**src/logic/trace_defs.svh**
```systemverilog
// Trace unit widths, record FIFO depth and record size
// Bit offsets of the traced mstatus, mie and mip fields
`ifndef TRACE_DEFS_SVH
`define TRACE_DEFS_SVH

`define TRACE_XLEN          32
`define TRACE_REG_AW        5
`define TRACE_FIFO_DEPTH    4
`define TRACE_ENTRY_MAX     4
`define TRACE_EC_W          4

// Time, event, pc, instr, npc, count, reg index, payload slots
`define TRACE_REC_W (4*`TRACE_XLEN + 2 + 3 + `TRACE_REG_AW + `TRACE_ENTRY_MAX*`TRACE_XLEN)

// mstatus fields
`define TRACE_MIE_BIT       3
`define TRACE_MPIE_BIT      7
`define TRACE_MPP_LSB       11

// Same offsets in mie and mip
`define TRACE_MSI_BIT       3
`define TRACE_MTI_BIT       7
`define TRACE_MEI_BIT       11

`endif

```
**src/logic/trace_pkg.sv**
```systemverilog
// Vector types of the trace unit
// Event class and entry tag enums
`include "trace_defs.svh"

package trace_pkg;

    typedef logic [`TRACE_XLEN-1:0]     xword_t;
    typedef logic [`TRACE_REG_AW-1:0]   reg_idx_t;
    typedef logic [`TRACE_XLEN-1:0]     cycle_t;
    typedef logic [2:0]                 entry_cnt_t;    // 1 to 4 entries
    typedef logic [`TRACE_REC_W-1:0]    trace_rec_t;

    // Event class of one record
    typedef enum logic [1:0] {
        EV_NONE = 2'd0,
        EV_EXC  = 2'd1,
        EV_IRQ  = 2'd2,
        EV_WAKE = 2'd3
    } trace_event_e;

    // Register reported by one entry
    typedef enum logic [2:0] {
        TAG_NONE    = 3'd0,
        TAG_GPR     = 3'd1,
        TAG_MSTATUS = 3'd2,
        TAG_MEPC    = 3'd3,
        TAG_MCAUSE  = 3'd4,
        TAG_MTVAL   = 3'd5,
        TAG_MIP     = 3'd6,
        TAG_MIE     = 3'd7
    } entry_tag_e;

endpackage

```
**src/logic/trace_csr_pack.sv**
```systemverilog
// CSR word assembly from the core's loose status and interrupt bits
`timescale 1ns/10ps
`include "trace_defs.svh"

module trace_csr_pack import trace_pkg::*; (
    input  logic                    csr_mie_i,
    input  logic                    csr_mpie_i,
    input  logic                    csr_meie_i,
    input  logic                    csr_mtie_i,
    input  logic                    csr_msie_i,
    input  logic                    csr_meip_i,
    input  logic                    csr_mtip_i,
    input  logic                    csr_msip_i,
    input  logic [`TRACE_XLEN-1:1]  csr_mepc_i,         // Bit 0 always zero with RVC
    input  logic                    csr_mcause_irq_i,
    input  logic [`TRACE_EC_W-1:0]  csr_mcause_ec_i,
    input  xword_t                  csr_mtval_i,
    output xword_t                  mstatus_o,
    output xword_t                  mepc_o,
    output xword_t                  mcause_o,
    output xword_t                  mtval_o,
    output xword_t                  mip_o,
    output xword_t                  mie_o
);

    assign mepc_o   = {csr_mepc_i, 1'b0};
    assign mcause_o = {csr_mcause_irq_i, {(`TRACE_XLEN-1-`TRACE_EC_W){1'b0}}, csr_mcause_ec_i};
    assign mtval_o  = csr_mtval_i;

    always_comb begin
        mstatus_o = '0;
        mie_o     = '0;
        mip_o     = '0;

        mstatus_o[`TRACE_MIE_BIT]                    = csr_mie_i;
        mstatus_o[`TRACE_MPIE_BIT]                   = csr_mpie_i;
        mstatus_o[`TRACE_MPP_LSB+1:`TRACE_MPP_LSB]   = 2'b11;  // Machine mode only

        mie_o[`TRACE_MSI_BIT] = csr_msie_i;
        mie_o[`TRACE_MTI_BIT] = csr_mtie_i;
        mie_o[`TRACE_MEI_BIT] = csr_meie_i;
        mip_o[`TRACE_MSI_BIT] = csr_msip_i;
        mip_o[`TRACE_MTI_BIT] = csr_mtip_i;
        mip_o[`TRACE_MEI_BIT] = csr_meip_i;
    end

endmodule

```
**src/logic/trace_capture.sv**
```systemverilog
// Cycle counter, event classification and next-PC tracking
// Assembles one flat trace record per update cycle
`timescale 1ns/10ps
`include "trace_defs.svh"

module trace_capture import trace_pkg::*; (
    input  logic        clk,
    input  logic        rst_n,
    input  logic        pc_update_i,
    input  xword_t      pc_next_i,
    input  xword_t      instr_i,
    input  logic        gpr_wr_i,
    input  reg_idx_t    gpr_addr_i,
    input  xword_t      gpr_data_i,
    input  logic        exc_i,
    input  logic        irq_i,
    input  logic        wake_i,
    input  xword_t      mstatus_i,
    input  xword_t      mepc_i,
    input  xword_t      mcause_i,
    input  xword_t      mtval_i,
    input  xword_t      mip_i,
    input  xword_t      mie_i,
    output logic        push_o,
    output trace_rec_t  rec_o
);

    localparam int XW    = `TRACE_XLEN;
    localparam int PAY_W = `TRACE_ENTRY_MAX * `TRACE_XLEN;

    logic               update;
    cycle_t             cyc_q;
    xword_t             npc_q;          // Becomes the current PC of the next record
    trace_event_e       ev;
    entry_cnt_t         cnt;
    reg_idx_t           idx;
    logic [PAY_W-1:0]   payload;

    assign update = pc_update_i | gpr_wr_i;

    // --------------------------------------------------
    // Event class and payload slots
    // --------------------------------------------------
    always_comb begin
        if (exc_i)       ev = EV_EXC;
        else if (irq_i)  ev = EV_IRQ;
        else if (wake_i) ev = EV_WAKE;
        else             ev = EV_NONE;
    end

    always_comb begin
        cnt     = entry_cnt_t'(1);
        idx     = '0;
        payload = '0;
        case (ev)
            EV_EXC, EV_IRQ: begin
                cnt                 = entry_cnt_t'(`TRACE_ENTRY_MAX);
                payload[0*XW +: XW] = mstatus_i;
                payload[1*XW +: XW] = mepc_i;
                payload[2*XW +: XW] = mcause_i;
                payload[3*XW +: XW] = mtval_i;
            end
            EV_WAKE: begin
                if ((mip_i & mie_i) != '0) begin   // Pending and enabled
                    cnt                 = entry_cnt_t'(2);
                    payload[0*XW +: XW] = mip_i;
                    payload[1*XW +: XW] = mie_i;
                end
            end
            default: begin
                if (gpr_wr_i && gpr_addr_i != '0) begin
                    idx                 = gpr_addr_i;
                    payload[0*XW +: XW] = gpr_data_i;
                end
            end
        endcase
    end

    // --------------------------------------------------
    // Counter, PC chain and record register
    // --------------------------------------------------
    always_ff @(posedge clk) begin
        if (!rst_n) begin
            cyc_q  <= '0;
            npc_q  <= '0;
            push_o <= 1'b0;
        end else begin
            cyc_q  <= cyc_q + 1'b1;     // Free running
            push_o <= update;
            if (update) npc_q <= pc_next_i;
        end
    end

    always_ff @(posedge clk) begin
        if (update) rec_o <= {cyc_q, ev, npc_q, instr_i, pc_next_i, cnt, idx, payload};
    end

endmodule

```
**src/logic/trace_fifo.sv**
```systemverilog
// Circular record FIFO with sticky overflow flag
`timescale 1ns/10ps
`include "trace_defs.svh"

module trace_fifo import trace_pkg::*; #(
    parameter int DEPTH = `TRACE_FIFO_DEPTH
) (
    input  logic        clk,
    input  logic        rst_n,
    input  logic        push_i,
    input  trace_rec_t  rec_i,
    input  logic        pop_i,
    output trace_rec_t  rec_o,
    output logic        nonempty_o,
    output logic        overflow_o
);

    localparam int AW = (DEPTH > 1) ? $clog2(DEPTH) : 1;
    localparam int CW = $clog2(DEPTH + 1);

    trace_rec_t         mem [DEPTH];
    logic [AW-1:0]      wr_ptr;
    logic [AW-1:0]      rd_ptr;
    logic [CW-1:0]      count;
    logic               full;
    logic               wr_en;
    logic               rd_en;

    assign full       = (count == CW'(DEPTH));
    assign wr_en      = push_i & ~full;     // Push on full is dropped
    assign rd_en      = pop_i & nonempty_o;
    assign nonempty_o = (count != '0);
    assign rec_o      = mem[rd_ptr];

    always_ff @(posedge clk) begin
        if (!rst_n) begin
            wr_ptr     <= '0;
            rd_ptr     <= '0;
            count      <= '0;
            overflow_o <= 1'b0;
        end else begin
            if (wr_en) wr_ptr <= (wr_ptr == AW'(DEPTH - 1)) ? '0 : wr_ptr + 1'b1;
            if (rd_en) rd_ptr <= (rd_ptr == AW'(DEPTH - 1)) ? '0 : rd_ptr + 1'b1;
            if (wr_en && !rd_en)      count <= count + 1'b1;
            else if (!wr_en && rd_en) count <= count - 1'b1;
            if (push_i && full) overflow_o <= 1'b1;     // Held until reset
        end
    end

    always_ff @(posedge clk) begin
        if (wr_en) mem[wr_ptr] <= rec_i;
    end

endmodule

```
**src/logic/trace_emit.sv**
```systemverilog
// Record serializer emitting one tagged trace entry per cycle
// Tag lookup from event class, slot and stored count
`timescale 1ns/10ps
`include "trace_defs.svh"

module trace_emit import trace_pkg::*; (
    input  logic            clk,
    input  logic            rst_n,
    input  logic            nonempty_i,
    input  trace_rec_t      rec_i,
    output logic            pop_o,
    output logic            entry_valid_o,
    output cycle_t          entry_time_o,
    output trace_event_e    entry_event_o,
    output xword_t          entry_pc_o,
    output xword_t          entry_instr_o,
    output xword_t          entry_npc_o,
    output entry_tag_e      entry_tag_o,
    output reg_idx_t        entry_reg_o,
    output xword_t          entry_value_o
);

    localparam int XW    = `TRACE_XLEN;
    localparam int PAY_W = `TRACE_ENTRY_MAX * `TRACE_XLEN;

    trace_rec_t         cur_rec;
    logic               busy_q;
    entry_cnt_t         slot_q;
    logic               last;

    cycle_t             cur_time;
    logic [1:0]         cur_ev;
    xword_t             cur_pc;
    xword_t             cur_instr;
    xword_t             cur_npc;
    entry_cnt_t         cur_cnt;
    reg_idx_t           cur_idx;
    logic [PAY_W-1:0]   cur_pay;

    // Fixed tag table
    function automatic entry_tag_e tag_lookup(trace_event_e ev, entry_cnt_t slot,
                                              entry_cnt_t cnt, reg_idx_t idx);
        entry_tag_e tag;
        tag = TAG_NONE;
        case (ev)
            EV_EXC, EV_IRQ: begin
                case (slot)
                    3'd0:    tag = TAG_MSTATUS;
                    3'd1:    tag = TAG_MEPC;
                    3'd2:    tag = TAG_MCAUSE;
                    default: tag = TAG_MTVAL;
                endcase
            end
            EV_WAKE: if (cnt == 3'd2) tag = (slot == 3'd0) ? TAG_MIP : TAG_MIE;
            default: if (idx != '0) tag = TAG_GPR;
        endcase
        return tag;
    endfunction

    assign {cur_time, cur_ev, cur_pc, cur_instr, cur_npc, cur_cnt, cur_idx, cur_pay} = cur_rec;

    assign last  = busy_q && ((slot_q + 1'b1) == cur_cnt);
    assign pop_o = nonempty_i & (~busy_q | last);     // Back-to-back records

    always_ff @(posedge clk) begin
        if (!rst_n) begin
            busy_q <= 1'b0;
            slot_q <= '0;
        end else if (pop_o) begin
            busy_q <= 1'b1;
            slot_q <= '0;
        end else if (last) begin
            busy_q <= 1'b0;
        end else if (busy_q) begin
            slot_q <= slot_q + 1'b1;
        end
    end

    always_ff @(posedge clk) begin
        if (pop_o) cur_rec <= rec_i;
    end

    // Common columns repeat on every entry
    assign entry_valid_o = busy_q;
    assign entry_time_o  = cur_time;
    assign entry_event_o = trace_event_e'(cur_ev);
    assign entry_pc_o    = cur_pc;
    assign entry_instr_o = cur_instr;
    assign entry_npc_o   = cur_npc;
    assign entry_tag_o   = tag_lookup(trace_event_e'(cur_ev), slot_q, cur_cnt, cur_idx);
    assign entry_reg_o   = cur_idx;
    assign entry_value_o = cur_pay[slot_q*XW +: XW];

endmodule

```
**src/logic/trace_top.sv**
```systemverilog
// Trace unit top level
// CSR packing, capture, record FIFO and entry emitter
`timescale 1ns/10ps

module trace_top import trace_pkg::*; (
    input  logic                        clk,
    input  logic                        rst_n,
    // Core side
    input  logic                        pc_update_i,
    input  xword_t                      pc_next_i,
    input  xword_t                      instr_i,
    input  logic                        gpr_wr_i,
    input  reg_idx_t                    gpr_addr_i,
    input  xword_t                      gpr_data_i,
    input  logic                        csr_mie_i,
    input  logic                        csr_mpie_i,
    input  logic                        csr_meie_i,
    input  logic                        csr_mtie_i,
    input  logic                        csr_msie_i,
    input  logic                        csr_meip_i,
    input  logic                        csr_mtip_i,
    input  logic                        csr_msip_i,
    input  logic [$bits(xword_t)-1:1]   csr_mepc_i,
    input  logic                        csr_mcause_irq_i,
    input  logic [3:0]                  csr_mcause_ec_i,    // Exception code
    input  xword_t                      csr_mtval_i,
    input  logic                        exc_i,
    input  logic                        irq_i,
    input  logic                        wake_i,
    // Trace entries
    output logic                        entry_valid_o,
    output cycle_t                      entry_time_o,
    output trace_event_e                entry_event_o,
    output xword_t                      entry_pc_o,
    output xword_t                      entry_instr_o,
    output xword_t                      entry_npc_o,
    output entry_tag_e                  entry_tag_o,
    output reg_idx_t                    entry_reg_o,
    output xword_t                      entry_value_o,
    output logic                        overflow_o
);

    xword_t         mstatus, mepc, mcause, mtval, mip, mie;
    logic           push, pop, nonempty;
    trace_rec_t     cap_rec, head_rec;

    trace_csr_pack u_csr_pack (
        .csr_mie_i, .csr_mpie_i, .csr_meie_i, .csr_mtie_i, .csr_msie_i,
        .csr_meip_i, .csr_mtip_i, .csr_msip_i, .csr_mepc_i,
        .csr_mcause_irq_i, .csr_mcause_ec_i, .csr_mtval_i,
        .mstatus_o(mstatus), .mepc_o(mepc), .mcause_o(mcause),
        .mtval_o(mtval), .mip_o(mip), .mie_o(mie)
    );

    trace_capture u_capture (
        .clk, .rst_n, .pc_update_i, .pc_next_i, .instr_i,
        .gpr_wr_i, .gpr_addr_i, .gpr_data_i, .exc_i, .irq_i, .wake_i,
        .mstatus_i(mstatus), .mepc_i(mepc), .mcause_i(mcause),
        .mtval_i(mtval), .mip_i(mip), .mie_i(mie),
        .push_o(push), .rec_o(cap_rec)
    );

    trace_fifo u_fifo (
        .clk, .rst_n, .push_i(push), .rec_i(cap_rec), .pop_i(pop),
        .rec_o(head_rec), .nonempty_o(nonempty), .overflow_o
    );

    trace_emit u_emit (
        .clk, .rst_n, .nonempty_i(nonempty), .rec_i(head_rec), .pop_o(pop),
        .entry_valid_o, .entry_time_o, .entry_event_o, .entry_pc_o,
        .entry_instr_o, .entry_npc_o, .entry_tag_o, .entry_reg_o, .entry_value_o
    );

endmodule

```
**config.mk**
```make
export PLATFORM = sky130hd
export DESIGN_NAME = trace_top
export DESIGN_NICKNAME = d
export VERILOG_FILES = /design/src/logic/trace_pkg.sv /design/src/logic/trace_csr_pack.sv /design/src/logic/trace_capture.sv /design/src/logic/trace_fifo.sv /design/src/logic/trace_emit.sv /design/src/logic/trace_top.sv
export VERILOG_INCLUDE_DIRS = /design/src /design/src/logic
export SDC_FILE = /design/constraint.sdc
export NUM_CORES = 1
export LEC_CHECK = 0
export BUFFER_PORTS_ARGS = -buffer_cell sky130_fd_sc_hd__buf_2
export CAP_MARGIN = 20
export CELL_PAD_IN_SITES_DETAIL_PLACEMENT = 1
export CELL_PAD_IN_SITES_GLOBAL_PLACEMENT = 2
export CORE_UTILIZATION = 48
export CTS_BUF_LIST = sky130_fd_sc_hd__clkbuf_8 sky130_fd_sc_hd__clkbuf_16
export CTS_CLUSTER_SIZE = 10
export DETAILED_ROUTE_END_ITERATION = 12
export HOLD_SLACK_MARGIN = 0.08
export MAX_ROUTING_LAYER = met4
export PLACE_DENSITY = 0.9
export SLEW_MARGIN = 30
export SYNTH_ARGS = -nofsm -noshare
export SYNTH_HDL_FRONTEND = slang
export SYNTH_HIERARCHICAL = 1
export SYNTH_SLANG_ARGS = --single-unit
```
**constraint.sdc**
```tcl
create_clock -name clk -period 11.94 [get_ports clk]
set_input_delay 1.194 -clock clk [delete_from_list [all_inputs] [get_ports clk]]
set_output_delay 1.194 -clock clk [all_outputs]
set_load 0.02 [all_outputs]
```
==> results of run 1 <==
[power groups by stage]
stage	clock, mW	combinational (mW)	sequential [mW]
CTS	5.15	3.23	8.24
finish	5.04	3.16	8.22
detailed placement	0	3.21	8.33
floorplan	0	2.64	8.26
global route	5.33	3.39	8.31
global placement	0	3.11	8.26
[area by class of cell]
class	count	share of cell area, %
clock inverters	111	0.8540
clock buffers	191	6.778
multi-input cells	977	15.30
repair buffers	400	3.275
inverters	18	0.1070
diodes	4	0.01426
well taps	1742	3.106
flip-flops and latches	1675	70.56
[through the flow]
step	hold WS (ns)	util, %	setup WS [ns]
finish	0.4311	53.99	7.513
global route	0.4400	53.99	7.203
CTS	0.4332	53.90	7.400
detailed placement	0.4164	49.78	7.376
global placement	0.4130	49.70	7.348
floorplan	0.4081	-	1.783
[synthesized netlist by cell type, types with 3 or more instances]
master / number / area [um2]
sky130_fd_sc_hd__a21oi_1: 54 / 270.3
sky130_fd_sc_hd__nor4_1: 5 / 31.28
sky130_fd_sc_hd__buf_2: 29 / 145.1
sky130_fd_sc_hd__and4_1: 3 / 26.28
sky130_fd_sc_hd__xnor2_1: 6 / 52.55
sky130_fd_sc_hd__buf_6: 24 / 270.3
sky130_fd_sc_hd__mux2i_1: 5 / 50.05
sky130_fd_sc_hd__and3_1: 9 / 56.30
sky130_fd_sc_hd__o21ai_0: 38 / 190.2
sky130_fd_sc_hd__nor2_1: 22 / 82.58
sky130_fd_sc_hd__nand2_1: 115 / 431.7
sky130_fd_sc_hd__o31ai_1: 15 / 112.6
sky130_fd_sc_hd__clkbuf_1: 43 / 161.4
sky130_fd_sc_hd__and2_1: 74 / 462.9
sky130_fd_sc_hd__or4_1: 13 / 97.59
sky130_fd_sc_hd__a32o_1: 32 / 320.3
sky130_fd_sc_hd__nand4_1: 16 / 100.1
sky130_fd_sc_hd__or3_1: 6 / 37.54
sky130_fd_sc_hd__ha_1: 15 / 187.7
sky130_fd_sc_hd__buf_4: 331 / 2485
sky130_fd_sc_hd__buf_8: 14 / 210.2
sky130_fd_sc_hd__a22oi_1: 47 / 352.8
sky130_fd_sc_hd__dfxtp_1: 79 / 1582
sky130_fd_sc_hd__mux4_2: 298 / 6711
sky130_fd_sc_hd__nand3_1: 12 / 60.06
sky130_fd_sc_hd__edfxtp_1: 1596 / 47930
sky130_fd_sc_hd__buf_1: 7 / 26.28
sky130_fd_sc_hd__nor2b_1: 38 / 237.7
sky130_fd_sc_hd__inv_1: 17 / 63.81
sky130_fd_sc_hd__xor2_1: 11 / 96.34
[worst max-delay path: stages (launching register included)]
cell and delay, ns:
sky130_fd_sc_hd__dfxtp_2 0.31, sky130_fd_sc_hd__buf_4 0.63, sky130_fd_sc_hd__inv_1 0.19, sky130_fd_sc_hd__ha_1 0.29
sky130_fd_sc_hd__nor2_1 0.15, sky130_fd_sc_hd__o31ai_1 0.09, sky130_fd_sc_hd__a21oi_1 0.51, sky130_fd_sc_hd__buf_2 0.27
[layer usage]
metal	vias to the layer above	track usage, %
met2	1148	34.28
met1	14750	27.04
met4	0	6.887
li1	12100	-
met5	-	-
met3	215	4.137
[final timing paths]
path,from,end,slack [ns],cells after the start
hold reg to reg,u_capture/npc_q[6],u_capture/rec_o[206],0.43,0
setup / recovery,u_emit/slot_q[0],entry_tag_o[2],7.51,7
setup reg to reg,u_emit/slot_q[0],u_fifo/count[2],7.56,13
hold / removal,u_capture/npc_q[6],u_capture/rec_o[206],0.43,0
[registers in the layout, indices dropped and copies added (netlist names), named ones only]
signal and cells:
u_emit/entry_valid_o 1, u_capture/push_o 1, u_capture/rec_o 266, u_capture/npc_q 32, u_fifo/overflow_o 1, u_fifo/wr_ptr 2, u_fifo/rd_ptr 2, u_fifo/count 3
u_capture/cyc_q 32, u_emit/slot_q 3, u_emit/cur_rec 266, u_fifo/mem 1064
[cells by family after synthesis]
| family | after synthesis |
|---|---|
| adder cells (fa/ha/maj) | 16 |
| AO/OA/AOI/OAI | 199 |
| AND/OR/NAND/NOR | 324 |
| XOR/XNOR | 18 |
| other | 2 |
| multiplexers | 304 |
| buffers and inverters | 468 |
| flip-flops | 1675 |
==> results.txt, run 1 <==
The flow ran to the end, and the final reports show no timing, DRC or antenna violations. Among all flip-flop cells after synthesis, the most frequent one is sky130_fd_sc_hd__edfxtp_1. The HPWL reported at the end of detailed placement is 81,370 um. The most common cell after layout, fill and taps aside is sky130_fd_sc_hd__edfxtp_1.

The required arrival time at the worst endpoint is 10.75 ns. The switching share of power is 27.74%. The number of instances in the synthesized netlist is 3,006.

For this run, the detailed router's first-pass iteration total came to 5. The via count normalized by instance count came out at 5.513. The clock network accounts for 30.7% of the total power. The total area of sequential cells came out at 49,520 um2. The mean instance size in the synthesized netlist came out at 21.01 um2. The final critical delay including setup and external delays came out at 4.427 ns. The completed layout was analyzed and its total power is 16.41 mW.

The compound-gate portion of the synthesized area is 2.171%. The clock latency reported for the late side of the worst-skew pair is 0.80 ns. Setup repair after global routing left no endpoint under its margin. The critical path in this run is classified as reg -> out. The share of post-route cells with drive strength above 1 came out at 27.55%. The sequential area share after synthesis came out at 78.37%. The largest net degree at the start of global routing came out at 144. In the layout the commonest cells are sky130_fd_sc_hd__edfxtp_1, sky130_fd_sc_hd__buf_2, sky130_fd_sc_hd__mux4_2.

The placed cell area is 64,700 um2. The H-tree depth came out at 4. The floorplan step set the die height to 364.8 um. The number of nets at the end of the flow is 3,460.

The placeable core region came out at 130,000 um2. The internal power consumption came out at 11.86 mW. Once placement completed, the tool counted placed cells totaling 4,808. The clock transition at the register clock pins on the worst setup and hold paths after CTS came out at 0.06 ns. The top layer used by detailed routing is met4. The buffer count from post-CTS setup fixing came out at 0. For this configuration, the core starts out at a cell density of 48.60%.

After synthesis, the largest family of logic cells by area is multiplexers. The number of rows in the core area came out at 132. The number of antenna violations at the first check in global routing came to 11. The number of enable-type register cells in the synthesized netlist came out at 1,596.

The clock sink total came out at 1,675. Measured against its own limit, the worst slew margin works out to 33.20%. The die outline width came out at 364.8 um. The weighted congestion reported at the end of routability-driven placement is 0.7541. The final-report hold violation count was 0.

The leakage component of the power came out at 23.65 nW. CTS placed an instance of sky130_fd_sc_hd__clkbuf_16 at the clock tree root. In this run, synthesis produced a sequential element count of 1,675. The simple logic cell fraction of the synthesized area came out at 2.747%. The proportion of register bits with asynchronous set or reset after synthesis came out at 0%. The worst setup path is launched from a register. After synthesis the cells add up to 63,170 um2.

The area share of xor/xnor cells in the synthesized design came out at 0.2733%. The multiplexer share of the synthesized area came out at 10.72%. The aggregate routed wire length came out at 135,500 um. The number of cells upsized or downsized after cts is 0. The sum of negative setup slack came out at 0 ns. The net switching component of the power is 4.552 mW. After filler insertion, the fill cell instance count of the layout stands at 11,360. The wire length on met3 is 9288 um. The signed area change from the synthesized netlist to the final layout came out at 11.10%.

The number of global-route vias before repair came out at 30,350. The number of routed nets with antenna violations came out at 0. The first-pass GRT wire length is 198,000 um. The adder-cell area share of the yosys netlist is 0.3288%. The total clock buffers created by CTS came out at 188.

The final worst-path cycle share came out at 37.08%. The multi-input gate area in the final layout came out at 10,740 um2. Along the worst path, the maximum fanout reaches 37. In this run the tool buffered the top-level ports with 355 buffer cells. The wire length per cell after detailed routing came out at 26.47 um. The power density over the cells came out at 233.8 nW/um2. For this run, design rule violations remaining after detail routing come to 0. Setup violations remaining at the end of the flow were counted as 0. The final non-filler cell area came out at 70,180 um2. After global routing the overflow that remains totals 0.

The global-route total usage across every layer came out at 21.18%. After detailed routing, the met2 layer carries 68,700 um of wire. TritonCTS built the clock tree. In this run, flip-flops and latches consume 50.1% of the power. The die area came out at 133,100 um2.

Buffers inserted to repair hold after CTS numbered 0. The actual slew at the worst max-slew pin is 1.002 ns. The final max-slew violation count came to 0.

The count of warnings emitted by yosys is 6. The final cell count without fillers came out at 5,118. The highest ir drop seen on vdd is 162.4 uV. The worst setup path is captured at an output port. The count of unique library cells instantiated by Yosys came out at 58. The clock passes through at most 3 buffers. The detailed router placed 28,210 vias in this run. At the worst endpoint, the arrival time is 3.23 ns. The violation count after the first detailed-routing iteration came out at 2,660. In this run the count of I/O pins placed on the die edge is 356. Timing would allow up to 0.2259 GHz. The wire length on met1 came out at 54,150 um. The worst clock skew is 0.02544 ns.

The tightest min-delay check is of the reg -> reg type. The tool flagged a number of max-cap violations equal to 0. The portion of total power attributed to combinational logic is 19.2%.
Note: power is estimated with default switching activity, not from simulation.
==> run 2: changes to the inputs <==
==> constraint.sdc (replaced) <==
create_clock -name clk -period 4.6 [get_ports clk]
set_input_delay 0.46 -clock clk [delete_from_list [all_inputs] [get_ports clk]]
set_output_delay 0.46 -clock clk [all_outputs]
set_load 0.02 [all_outputs]
==> run 2 against run 1 <==
Effect of this change: cell area is 2.7% higher; power rose to 2.6 times the previous value; critical path depth increased by 3; combinational power increased to 2.7 times the previous value; sequential power increased to 2.6 times the previous value; worst hold slack worse by 0.28 ns.
==> results.txt, run 2 (synthesized netlist as in run 1, its figures left out) <==
The number of buffers on the longest clock path came out at 3. The power density over the cells is 596.9 nW/um2. The number of rows in the core area came out at 132. TritonCTS built the clock tree.

The weighted congestion reported at the end of routability-driven placement is 0.7687. Overall power consumption after layout is estimated at 43.03 mW. The clock share of power is 30.7%.

The worst setup path is launched from an input pin. The clock latency reported for the late side of the worst-skew pair is 0.82 ns. The number of fillers in the final layout came out at 11,150. The library cells used most frequently in the layout, excluding fill and tap cells, are sky130_fd_sc_hd__edfxtp_1, sky130_fd_sc_hd__buf_2, sky130_fd_sc_hd__mux4_2. The vertical extent of the die is 364.8 um. The worst clock skew is 0.06207 ns. Buffers placed on the I/O ports in this run total 355. The initial utilization of the core area, before any placement, comes to 48.60%. TritonCTS created 187 clock buffers.

The final worst-path cycle share is 82.40%. Headroom to the max-slew limit came out at 30.97%. The switching share of power is 28.02%. The buffer count from post-CTS setup fixing came out at 0.

The final-report hold violation count is 0. In this run the worst setup path begins at exc_i. The worst slack at placement came out at 1.135 ns.

The top fanout value on the critical path is 46. Entering global routing, the biggest net connects 148 pins. The share of post-route cells with drive strength above 1 came out at 26.52%.

The worst setup margin came out at 0.8094 ns. The final cell count without fillers came out at 5,286. In this run the count of I/O pins placed on the die edge is 356. In this run the worst hold path is classified as in -> reg.

The first routing iteration left 2,994 violations. The number of antenna violations at the first check in global routing is 8. In the routed layout, each cell is associated on average with a via count of 5.556. The register with the most flip-flops in the final layout is u_fifo/mem. At the worst endpoint, the required time is 5.28 ns. The placeable core region is 130,000 um2. The final max-slew violation count is 0. The largest registers in the layout are u_fifo/mem (1064), u_capture/rec_o (266), u_emit/cur_rec (266). The root cell of the clock tree is sky130_fd_sc_hd__clkbuf_16.

On the final layout, the worst hold slack is 0.1502 ns. The most common cell after layout, fill and taps aside is sky130_fd_sc_hd__edfxtp_1. The count of nets left with antenna violations once routing finished came out at 0. The number of optimization iterations in the first detailed-route pass came out at 6. The max-cap check violation count came out at 0.

The total congestion overflow after global routing is 0. The final design utilization is 55.47%. For this block, the routed nets add up to 145,300 um of wire. The signed area change from the synthesized netlist to the final layout is 14.13%.

In this run the critical register-to-register path is captured at u_fifo/count[2]. The die outline width is 364.8 um. The routed via count is 29,370. The flow ran to the end, and the final reports show no timing, DRC or antenna violations. The leakage component of the power came out at 24.36 nW. The wire length per cell after detailed routing came out at 27.49 um. The depth of the worst register-to-register path came out at 12. The critical path ends at u_capture/rec_o[7].

The critical path in this run is classified as in -> reg. The clock transition at the register clock pins on the worst setup and hold paths after CTS is 0.05 ns. The startpoint identified for the worst register-to-register timing path is u_emit/slot_q[1]. The number of flip-flops in the largest register came out at 1,064. Across every metal layer, demand over resource in global routing totals 22.72%. The die area is 133,100 um2. The number of placed instances, taps included, is 4,820. The register share of total power is 49.6%. The clock net in this run drives a total of 1,675 sinks. The final layout contains 3,642 nets. The worst setup path is captured at a register. The first-pass GRT wire length came out at 211,600 um. The actual slew at the worst max-slew pin is 1.035 ns. Combinational cells account for 19.7% of the total power. The internal portion of the total power is 30.97 mW. STA puts the critical path data arrival time at 4.47 ns. The highest ir drop seen on vdd came out at 418.4 uV.

Setup violations remaining at the end of the flow were counted as 0. The number of global-route vias before repair came out at 31,700. The net switching component of the power is 12.06 mW. The wire-length estimate of the detail-placed layout is 84,170 um. Setup repair after global routing left no endpoint under its margin. The register-to-register setup slack is 1.13 ns. The H-tree depth is 4.

The highest clock frequency the design can meet came out at 0.2638 GHz. The final critical delay including setup and external delays is 3.791 ns. In the routed design, unresolved DRC markers number 0.
run 2: how the worst min path moves through the flow:
stage / from / end / slack [ns] / depth (start not counted)
2_1_floorplan: u_capture/npc_q[0] / u_capture/rec_o[200] / 0.41 / 0
3_3_place_gp: u_capture/npc_q[31] / u_capture/rec_o[231] / 0.41 / 0
3_5_place_dp: u_capture/npc_q[9] / u_capture/rec_o[209] / 0.42 / 0
4_1_cts: gpr_data_i[5] / u_capture/rec_o[5] / 0.08 / 3
5_1_grt: gpr_data_i[5] / u_capture/rec_o[5] / 0.11 / 3
6_report: gpr_data_i[5] / u_capture/rec_o[5] / 0.15 / 3
run 2: final cells by class:
type	instances	area (um2)	area share (%)
antenna	7	17.52	0.02430
clock buffer	189	4730	6.560
tap	1742	2180	3.023
sequential	1675	49520	68.69
inverter	18	77.57	0.1076
clock inverter	95	610.6	0.8469
multi-input combinational	977	10770	14.94
timing repair buffer	583	4189	5.810
run 2: per-layer routing:
layer / wire (um) / track usage (%) / vias to the layer above
met1: 56110 / 27.78 / 15400
li1: - / - / 12440
met4: 3915 / 7.489 / 0
met5: 0 / - / -
met3: 10660 / 4.739 / 208
met2: 74620 / 37.81 / 1316
run 2: power groups by stage:
| stage | registers, mW | logic (mW) | clock network (mW) |
|---|---|---|---|
| finish | 21.3 | 8.50 | 13.2 |
| detailed placement | 21.6 | 8.45 | 0 |
| global placement | 21.4 | 8.24 | 0 |
| floorplan | 21.0 | 6.90 | 0 |
| global route | 21.6 | 9.06 | 13.9 |
| CTS | 21.4 | 8.61 | 13.4 |
run 2: critical path: stages:
cell	delay (ns)
sky130_fd_sc_hd__dlygate4sd3_1	0.54
sky130_fd_sc_hd__buf_2	0.13
sky130_fd_sc_hd__or2_2	0.34
sky130_fd_sc_hd__ha_2	0.36
sky130_fd_sc_hd__nor2b_4	0.48
sky130_fd_sc_hd__buf_4	0.61
sky130_fd_sc_hd__a22oi_1	0.21
sky130_fd_sc_hd__dlygate4sd3_1	0.64
sky130_fd_sc_hd__o21ai_0	0.10
sky130_fd_sc_hd__dlygate4sd3_1	0.58
run 2: per-stage QoR:
stage | setup TNS (ns) | area (um2)
floorplan | -787.32 | 63670
global route | 0 | 72090
CTS | 0 | 72080
finish | 0 | 72090
detailed placement | 0 | 64980
global placement | 0 | 64960
run 2: timing repair:
| action | CTS | global route |
|---|---|---|
| setup endpoints to repair | 0 | 0 |
| endpoints found under the hold margin | 200 | 0 |
| hold buffers | 175 | 0 |
| gates resized for setup | 0 | 0 |
